### src/rv_decode_pkg.sv
package rv_decode_pkg;

  // major opcode, instruction bits 6:2.
  typedef enum logic [4:0] {
    LOAD   = 5'b00000,
    OP_IMM = 5'b00100,
    AUIPC  = 5'b00101,
    STORE  = 5'b01000,
    OP     = 5'b01100,
    LUI    = 5'b01101,
    BRANCH = 5'b11000,
    JALR   = 5'b11001,
    JAL    = 5'b11011,
    SYSTEM = 5'b11100
  } rv_major_e;

  localparam logic [31:0] INSN_ECALL  = 32'h0000_0073;
  localparam logic [31:0] INSN_EBREAK = 32'h0010_0073;

  typedef enum logic [1:0] {
    EXEC_ALU,
    EXEC_MEM,
    EXEC_BRANCH,
    EXEC_SYSTEM
  } exec_unit_e;

  // encoded as {funct7[5], funct3}.
  typedef enum logic [3:0] {
    ADD  = 4'b0000,
    SLL  = 4'b0001,
    SLT  = 4'b0010,
    SLTU = 4'b0011,
    XOR  = 4'b0100,
    SRL  = 4'b0101,
    OR   = 4'b0110,
    AND  = 4'b0111,
    SUB  = 4'b1000,
    SRA  = 4'b1101
  } alu_op_e;

  // branch funct3 directly, ALWAYS sits in an unused slot.
  typedef enum logic [2:0] {
    EQ     = 3'd0,
    NE     = 3'd1,
    ALWAYS = 3'd2,
    LT     = 3'd4,
    GE     = 3'd5,
    LTU    = 3'd6,
    GEU    = 3'd7
  } branch_cond_e;

  typedef struct packed {
    logic [31:0] pc;
    logic [31:0] insn;
    logic        fault;
  } fetch_data_t;

  typedef struct packed {
    logic [4:0]  rd;
    logic [4:0]  rs1;
    logic [4:0]  rs2;
    logic [31:0] imm;
  } common_t;

  typedef struct packed {
    alu_op_e op;
    logic    use_imm;
    logic    use_pc;
    logic    illegal;
  } alu_data_t;

  typedef struct packed {
    logic       store;
    logic [1:0] size;
    logic       unsigned_load;
  } mem_data_t;

  typedef struct packed {
    branch_cond_e cond;
    logic         is_jump;
    logic         is_indirect;
  } branch_data_t;

  typedef struct packed {
    logic [31:0]  pc;
    exec_unit_e   unit;
    common_t      common;
    alu_data_t    alu;
    mem_data_t    mem;
    branch_data_t branch;
    logic         fault;
  } issue_data_t;

  function automatic logic [31:0] imm_i(input logic [31:0] insn);
    return {{20{insn[31]}}, insn[31:20]};
  endfunction

  function automatic logic [31:0] imm_s(input logic [31:0] insn);
    return {{20{insn[31]}}, insn[31:25], insn[11:7]};
  endfunction

  function automatic logic [31:0] imm_b(input logic [31:0] insn);
    return {{19{insn[31]}}, insn[31], insn[7], insn[30:25], insn[11:8], 1'b0};
  endfunction

  function automatic logic [31:0] imm_u(input logic [31:0] insn);
    return {insn[31:12], 12'b0};
  endfunction

  function automatic logic [31:0] imm_j(input logic [31:0] insn);
    return {{11{insn[31]}}, insn[31], insn[19:12], insn[20], insn[30:21], 1'b0};
  endfunction

endpackage
### src/decode_hs_if.sv
interface decode_hs_if #(
  parameter int DATA_W = 8
);

  logic              valid;
  logic              ready;
  logic              flush;
  logic [DATA_W-1:0] data;

  modport source (
    output valid,
    output data,
    output flush,
    input  ready
  );

  modport sink (
    input  valid,
    input  data,
    input  flush,
    output ready
  );

endinterface

### src/rv_decode_top.sv
module rv_decode_top
  import rv_decode_pkg::*;
#(
  parameter int DATA_W = $bits(issue_data_t)
) (
  input  logic        clk_core,
  input  logic        rst_core_n,
  input  logic        flush_i,
  output logic        flush_ack_o,
  input  logic        valid_i,
  output logic        ready_o,
  input  logic [31:0] pc_i,
  input  logic [31:0] insn_i,
  input  logic        fault_i,
  output logic        valid_o,
  input  logic        ready_i,
  output issue_data_t issue_data_o
);

  fetch_data_t fetch_data;

  assign fetch_data = '{pc: pc_i, insn: insn_i, fault: fault_i};

  decode_hs_if #(.DATA_W(DATA_W)) stage_hs ();

  decode_stage #(.DATA_W(DATA_W)) u_stage (
    .clk_core     (clk_core),
    .rst_core_n   (rst_core_n),
    .flush_i      (flush_i),
    .flush_ack_o  (flush_ack_o),
    .valid_i      (valid_i),
    .ready_o      (ready_o),
    .fetch_data_i (fetch_data),
    .out          (stage_hs.source)
  );

  skid_buffer #(.DATA_W(DATA_W)) u_skid (
    .clk_core   (clk_core),
    .rst_core_n (rst_core_n),
    .in         (stage_hs.sink),
    .data_o     (issue_data_o),
    .valid_o    (valid_o),
    .ready_i    (ready_i)
  );

endmodule

### src/decode_stage.sv
module decode_stage
  import rv_decode_pkg::*;
#(
  parameter int DATA_W = $bits(issue_data_t)
) (
  input  logic        clk_core,
  input  logic        rst_core_n,
  input  logic        flush_i,
  output logic        flush_ack_o,
  input  logic        valid_i,
  output logic        ready_o,
  input  fetch_data_t fetch_data_i,
  decode_hs_if.source out
);

  logic [31:0]  insn;
  logic         stall, illegal, trap;
  logic         illegal_alu, illegal_mem, illegal_branch;
  common_t      common, common_alu, common_mem, common_branch;
  alu_data_t    alu_data;
  mem_data_t    mem_data;
  branch_data_t branch_data;
  issue_data_t  issue_d;

  logic [DATA_W-1:0] data_q;
  logic              valid_q;

  assign insn    = fetch_data_i.insn;
  assign stall   = ~out.ready;
  assign ready_o = out.ready;

  assign common = '{rd: insn[11:7], rs1: insn[19:15], rs2: insn[24:20], imm: '0};

  decode_alu u_alu (
    .insn_i     (insn),
    .common_i   (common),
    .alu_data_o (alu_data),
    .common_o   (common_alu),
    .illegal_o  (illegal_alu)
  );

  decode_mem u_mem (
    .insn_i     (insn),
    .common_i   (common),
    .mem_data_o (mem_data),
    .common_o   (common_mem),
    .illegal_o  (illegal_mem)
  );

  decode_branch u_branch (
    .insn_i        (insn),
    .common_i      (common),
    .branch_data_o (branch_data),
    .common_o      (common_branch),
    .illegal_o     (illegal_branch)
  );

  always_comb begin
    issue_d = '{pc: fetch_data_i.pc, unit: EXEC_ALU, common: common, alu: alu_data,
                mem: mem_data, branch: branch_data, fault: fetch_data_i.fault};
    illegal = 1'b0;

    case (rv_major_e'(insn[6:2]))
      OP, OP_IMM, LUI, AUIPC: begin
        illegal = illegal_alu;
        issue_d.common = common_alu;
      end
      LOAD, STORE: begin
        illegal = illegal_mem;
        issue_d.unit = EXEC_MEM;
        issue_d.common = common_mem;
      end
      BRANCH, JAL, JALR: begin
        illegal = illegal_branch;
        issue_d.unit = EXEC_BRANCH;
        issue_d.common = common_branch;
      end
      SYSTEM: begin
        // only ecall and ebreak are supported.
        illegal = !(insn inside {INSN_ECALL, INSN_EBREAK});
        issue_d.unit = EXEC_SYSTEM;
        issue_d.common.imm = imm_i(insn);
      end
      default: illegal = 1'b1;
    endcase

    // compressed encodings trap as well.
    trap = illegal | (insn[1:0] != 2'b11) | fetch_data_i.fault;

    issue_d.alu.illegal = trap;
    if (trap) issue_d.unit = EXEC_ALU;  // commit handles the exception.
  end

  always_ff @(posedge clk_core) begin
    if (!stall) data_q <= issue_d;
  end

  always_ff @(posedge clk_core or negedge rst_core_n) begin
    if (!rst_core_n) begin
      valid_q <= 1'b0;
    end else if (flush_i) begin
      valid_q <= 1'b0;
    end else if (!stall) begin
      valid_q <= valid_i;
    end
  end

  always_ff @(posedge clk_core or negedge rst_core_n) begin
    if (!rst_core_n) flush_ack_o <= 1'b1;
    else flush_ack_o <= flush_i;
  end

  assign out.valid = valid_q;
  assign out.data  = data_q;
  assign out.flush = flush_i;

endmodule

### src/skid_buffer.sv
module skid_buffer #(
  parameter int DATA_W = 8
) (
  input  logic              clk_core,
  input  logic              rst_core_n,
  decode_hs_if.sink         in,
  output logic [DATA_W-1:0] data_o,
  output logic              valid_o,
  input  logic              ready_i
);

  logic [DATA_W-1:0] main_q, skid_q;
  logic              main_valid_q, skid_valid_q;
  logic              push, pop;

  assign in.ready = ~skid_valid_q;  // full only when both entries hold data.
  assign push     = in.valid & in.ready;
  assign pop      = main_valid_q & ready_i;

  assign data_o  = main_q;
  assign valid_o = main_valid_q;

  always_ff @(posedge clk_core or negedge rst_core_n) begin
    if (!rst_core_n) begin
      main_valid_q <= 1'b0;
      skid_valid_q <= 1'b0;
    end else if (in.flush) begin
      main_valid_q <= 1'b0;
      skid_valid_q <= 1'b0;
    end else if (pop && !push) begin
      main_valid_q <= skid_valid_q;
      skid_valid_q <= 1'b0;
    end else if (push && !pop) begin
      main_valid_q <= 1'b1;
      skid_valid_q <= main_valid_q;
    end
  end

  always_ff @(posedge clk_core) begin
    if (pop && !push) begin
      main_q <= skid_q;
    end else if (push) begin
      // pop and push together keep the skid empty.
      if (!main_valid_q || pop) main_q <= in.data;
      else skid_q <= in.data;
    end
  end

endmodule

### src/decode_branch.sv
module decode_branch
  import rv_decode_pkg::*;
(
  input  logic [31:0]  insn_i,
  input  common_t      common_i,
  output branch_data_t branch_data_o,
  output common_t      common_o,
  output logic         illegal_o
);

  logic [2:0] funct3;

  assign funct3 = insn_i[14:12];

  always_comb begin
    common_o      = common_i;
    branch_data_o = '{cond: ALWAYS, is_jump: 1'b1, is_indirect: 1'b0};
    illegal_o     = 1'b0;

    case (insn_i[3:2])
      2'b00: begin // conditional branch.
        branch_data_o.cond    = branch_cond_e'(funct3);
        branch_data_o.is_jump = 1'b0;
        illegal_o    = (funct3[2:1] == 2'b01);
        common_o.imm = imm_b(insn_i);
        common_o.rd  = '0;  // no link register.
      end
      2'b01: begin // jalr.
        branch_data_o.is_indirect = 1'b1;
        illegal_o    = (funct3 != 3'd0);
        common_o.imm = imm_i(insn_i);
      end
      default: begin
        common_o.imm = imm_j(insn_i);
      end
    endcase
  end

endmodule

### src/decode_mem.sv
module decode_mem
  import rv_decode_pkg::*;
(
  input  logic [31:0] insn_i,
  input  common_t     common_i,
  output mem_data_t   mem_data_o,
  output common_t     common_o,
  output logic        illegal_o
);

  logic [2:0] funct3;
  logic       is_store;

  assign funct3   = insn_i[14:12];
  assign is_store = insn_i[5];  // store major differs from load only here.

  always_comb begin
    common_o = common_i;

    mem_data_o.store         = is_store;
    mem_data_o.size          = funct3[1:0];
    mem_data_o.unsigned_load = funct3[2] & ~is_store;

    if (is_store) begin
      // sb, sh, sw only.
      common_o.imm = imm_s(insn_i);
      illegal_o    = funct3[2] | (funct3[1:0] == 2'b11);
    end else begin
      // lb, lh, lw, lbu, lhu.
      common_o.imm = imm_i(insn_i);
      illegal_o    = (funct3[1:0] == 2'b11) | (funct3 == 3'd6);
    end
  end

endmodule

### src/decode_alu.sv
module decode_alu
  import rv_decode_pkg::*;
(
  input  logic [31:0] insn_i,
  input  common_t     common_i,
  output alu_data_t   alu_data_o,
  output common_t     common_o,
  output logic        illegal_o
);

  logic [2:0] funct3;
  logic [6:0] funct7;

  assign funct3 = insn_i[14:12];
  assign funct7 = insn_i[31:25];

  always_comb begin
    alu_data_o = '{op: ADD, use_imm: 1'b0, use_pc: 1'b0, illegal: 1'b0};
    common_o   = common_i;
    illegal_o  = 1'b0;

    // {bit 5, bit 2} tells the four alu majors apart.
    case ({insn_i[5], insn_i[2]})
      2'b10: begin // op.
        alu_data_o.op = alu_op_e'({funct7[5], funct3});
        if (funct7 == 7'h20) illegal_o = !(funct3 inside {3'd0, 3'd5});
        else illegal_o = (funct7 != 7'h00);
      end
      2'b00: begin // op-imm.
        alu_data_o.use_imm = 1'b1;
        common_o.imm = imm_i(insn_i);
        alu_data_o.op = alu_op_e'({(funct3 == 3'd5) && funct7[5], funct3});
        if (funct3 == 3'd1) illegal_o = (funct7 != 7'h00);
        else if (funct3 == 3'd5) illegal_o = (funct7 != 7'h00) && (funct7 != 7'h20);
      end
      2'b11: begin
        alu_data_o.use_imm = 1'b1;
        common_o.imm = imm_u(insn_i);
        common_o.rs1 = '0;  // lui adds to x0.
      end
      default: begin
        alu_data_o.use_imm = 1'b1;
        alu_data_o.use_pc  = 1'b1;
        common_o.imm = imm_u(insn_i);
      end
    endcase
  end

endmodule

### config.mk
export PLATFORM = sky130hd
export DESIGN_NAME = rv_decode_top
export DESIGN_NICKNAME = d
export VERILOG_FILES = /design/src/rv_decode_pkg.sv /design/src/decode_hs_if.sv /design/src/rv_decode_top.sv /design/src/decode_stage.sv /design/src/skid_buffer.sv /design/src/decode_branch.sv /design/src/decode_mem.sv /design/src/decode_alu.sv
export SDC_FILE = /design/constraint.sdc
export NUM_CORES = 1
export LEC_CHECK = 0
export BUFFER_PORTS_ARGS = -buffer_cell sky130_fd_sc_hd__buf_2
export CORE_MARGIN = 4
export CORE_UTILIZATION = 50
export CTS_CLUSTER_SIZE = 10
export DETAILED_ROUTE_END_ITERATION = 10
export GPL_ROUTABILITY_DRIVEN = 1
export PLACE_DENSITY_LB_ADDON = 0.12
export SYNTH_ARGS = -nofsm -noshare
export SYNTH_HDL_FRONTEND = slang
export SYNTH_SLANG_ARGS = --single-unit
### constraint.sdc
create_clock -name clk_core -period 29.3 [get_ports clk_core]
set_input_delay 1.465 -clock clk_core [delete_from_list [all_inputs] [get_ports clk_core]]
set_output_delay 1.465 -clock clk_core [all_outputs]
set_load 0.03 [all_outputs]
==> results.md <==
* Vias in the first global route at 6328
* Slew headroom at 18.3%
* Crit path time final at 3.59 ns
* IO buf count at 170
* RSZ-0062 raised after global routing: false
* Worst vdd ir at 0.0444 mV
* Synthesized cell area at 11200 um^2
* R2r setup slk at 26.10 ns
* Fmax at 279 MHz
* Final setup vio count at 0
* Area of the multi-input gates at 2150 um^2
* Min-Delay Path Class: reg2reg
* Std-Cell Rows at 54
* Worst Skew at 0.0160 ns
* Worst-path clk slew at 0.05 ns
* Core footprint at 22000 um^2
* Vias per cell at 5.55
* Setup Fix Bufs, Post-CTS at 0
* Hold WS at 0.444 ns
* Fin. Hold Viols at 0
* Gr usage total at 18.2%
* WL/cell at 21.1 um
* Max-Cap Viols at 0
* Drt pass-1 iters at 4
* Commonest register cell after synthesis: edfxtp_1
* CTS Hold Bufs at 0
* CP endpoint kind: flip-flop
* Reg-to-reg critical path startpoint: u_skid.skid_valid_q$_DFFE_PN0P_
* Final Util at 60.7%
* Max Slew Vio Count at 0
* Initial antenna violation count at 0
* Via Count at 5979
* Share of cells above drive strength 1 at 41.0%
* # IOs at 171
* Full die area at 24900 um^2
* Nets at 859
* EDFF count, synth at 294
* Worst-skew pair later-pin latency at 0.49 ns
* Die height at 158 um
* Post-synthesis sequential area ratio at 79.7%
* Synth Warn # at 0
* Global-route wire length before repair at 35000 um
* Worst setup path endpoint: u_stage.out.data[39]$_DFFE_PN_
* Status: completed
* Die Wd at 158 um
* TritonCTS Sinks at 298
* Fill cell count at 1647
* Antenna Nets Post-Route at 0
* Critical path type: in2reg
* Slew @ Worst Pin at 1.21 ns
* Register Area at 8930 um^2
* Post-DP HPWL at 14300 um
* R2r endpoint: u_skid.data_o[7]$_DFFE_PP_
* DRC at 0
* TritonCTS buffer count at 36
* Layout overhead on the synthesized area at 19.0%
* Post-synthesis register bit count at 298
* Starting Density at 51.0%
* Cell count after synthesis at 599
* Cell Pwr Density at 71.6 nW/um^2
* Final period utilization at 12.2%
* FFs w/ async S/R, synth at 1.34%
* CTS resizes at 0
* TritonCTS clock tree: yes
* Syn Nets at 669
* Pin count of the biggest net entering global routing at 78
* Commonest non-fill, non-tap cell in the layout: edfxtp_1
* Worst Setup SP: insn_i[2]
* Data arrival, critical path at 3.75 ns
* Worst Path Required at 29.46 ns
* R2r worst-path depth at 4
* Total negative slack at 0 ns
* Longest Clk Path Bufs at 3
* Worst-path maximum fanout at 34
* Leakage at 0.00492 uW
* Critical Path Start Type: input pin
* Netlist cell types at 50
* Remaining Overflow, GRT at 0
* Root buffer cell: clkbuf_16
* Total chip power at 954 uW
* DRT iter0 DRCs at 490
* Post-Route WL at 22700 um
* H-tree levels at 2
* Final Wtd Congestion at 0.881
* Syn avg cell area at 18.7 um^2
* Commonest cells after routing, fill and taps aside: edfxtp_1, buf_2, mux2_2
stage by stage:
step           setup WS [ns]  instances  cell area (um^2)
2_1_floorplan          18.89        599             11200
3_3_place_gp           25.27       1031             12300
3_5_place_dp           25.23       1031             12300
4_1_cts                25.74       1076             13300
5_1_grt                25.63       1076             13300
6_report               25.71       1077             13300
critical path: stages:
cell,delay [ns]
buf_2,0.52
nor2_2,0.21
inv_1,0.24
a21oi_1,0.06
o21ai_0,0.93
o21ai_0,0.29
sequential cells by signal (all words and copies together), names as in the netlist:
| signal | cells |
|---|---|
| u_skid.valid_o | 1 |
| u_stage.out.data | 98 |
| u_skid.data_o | 98 |
| u_stage.out.valid | 1 |
| u_skid.skid_valid_q | 1 |
| u_skid.skid_q | 98 |
| u_stage.flush_ack_o | 1 |
layer usage:
layer / track usage [%] / vias up / share of wire, % / routed length [um]
met2: 28.7 / 250 / 47 / 10600
li1: - / 2723 / - / -
met4: 5.04 / 0 / 1.9 / 430
met1: 26.1 / 2963 / 44 / 10000
met3: 3.75 / 43 / 7.0 / 1580
met5: 0 / - / 0 / 0
synthesized netlist by cell type, drive strengths merged (3+ instances only):
cell type / count / area, um^2
clkbuf: 8 / 30.0
nand3b: 3 / 22.5
edfxtp: 294 / 8830
a22o: 4 / 35.0
nand2: 17 / 63.8
nand4: 3 / 18.8
nor4: 3 / 18.8
nand2b: 3 / 18.8
inv: 8 / 30.0
nor3: 4 / 25.0
o21ai: 22 / 110
dfrtp: 3 / 75.1
buf: 15 / 83.8
nor3b: 3 / 33.8
or3: 8 / 50.1
a21oi: 39 / 199
nor2b: 17 / 106
nor2: 11 / 43.8
mux2: 98 / 1100
and2: 6 / 37.5
nand3: 5 / 25.0
how the worst min path moves through the flow:
stage | start | to | slack, ns | cells past startpoint
after detailed placement | u_stage.out.data[41]$_DFFE_PN_ | u_skid.skid_q[41]$_DFFE_PP_ | 0.43 | 0
after CTS | u_stage.out.data[82]$_DFFE_PN_ | u_skid.skid_q[82]$_DFFE_PP_ | 0.44 | 0
after floorplan | u_stage.out.data[0]$_DFFE_PN_ | u_skid.skid_q[0]$_DFFE_PP_ | 0.42 | 0
after global placement | u_stage.out.data[9]$_DFFE_PN_ | u_skid.skid_q[9]$_DFFE_PP_ | 0.43 | 0
final | u_stage.out.data[78]$_DFFE_PN_ | u_skid.skid_q[78]$_DFFE_PP_ | 0.44 | 0
after global routing | u_stage.out.data[7]$_DFFE_PN_ | u_skid.skid_q[7]$_DFFE_PP_ | 0.45 | 0
kinds of logic (layout without fill, tap and decap cells):
logic type	Yosys count	in the layout	synth area share, %
simple gates	92	92	4.83
flops	298	298	79.7
other cells	0	1	0
compound gates	78	78	4.11
mux	100	100	10.0
buf+inv	31	228	1.28
power breakdown:
| group | leakage (uW) | internal (uW) | switching, uW |
|---|---|---|---|
| registers | 0.00295 | 497 | 8.08 |
| logic | 0.00149 | 23.7 | 49.6 |
| clock network | 0.000475 | 227 | 149 |
layout make-up:
type / count / share of cell area [%]
timing repair buffer: 175 / 6.67
tap: 280 / 2.63
sequential: 298 / 67.0
clock inverter: 2 / 0.0939
antenna: 1 / 0.0188
multi-input combinational: 270 / 16.1
inverter: 8 / 0.244
clock buffer: 43 / 7.19
(Power assumes the default switching activity.)
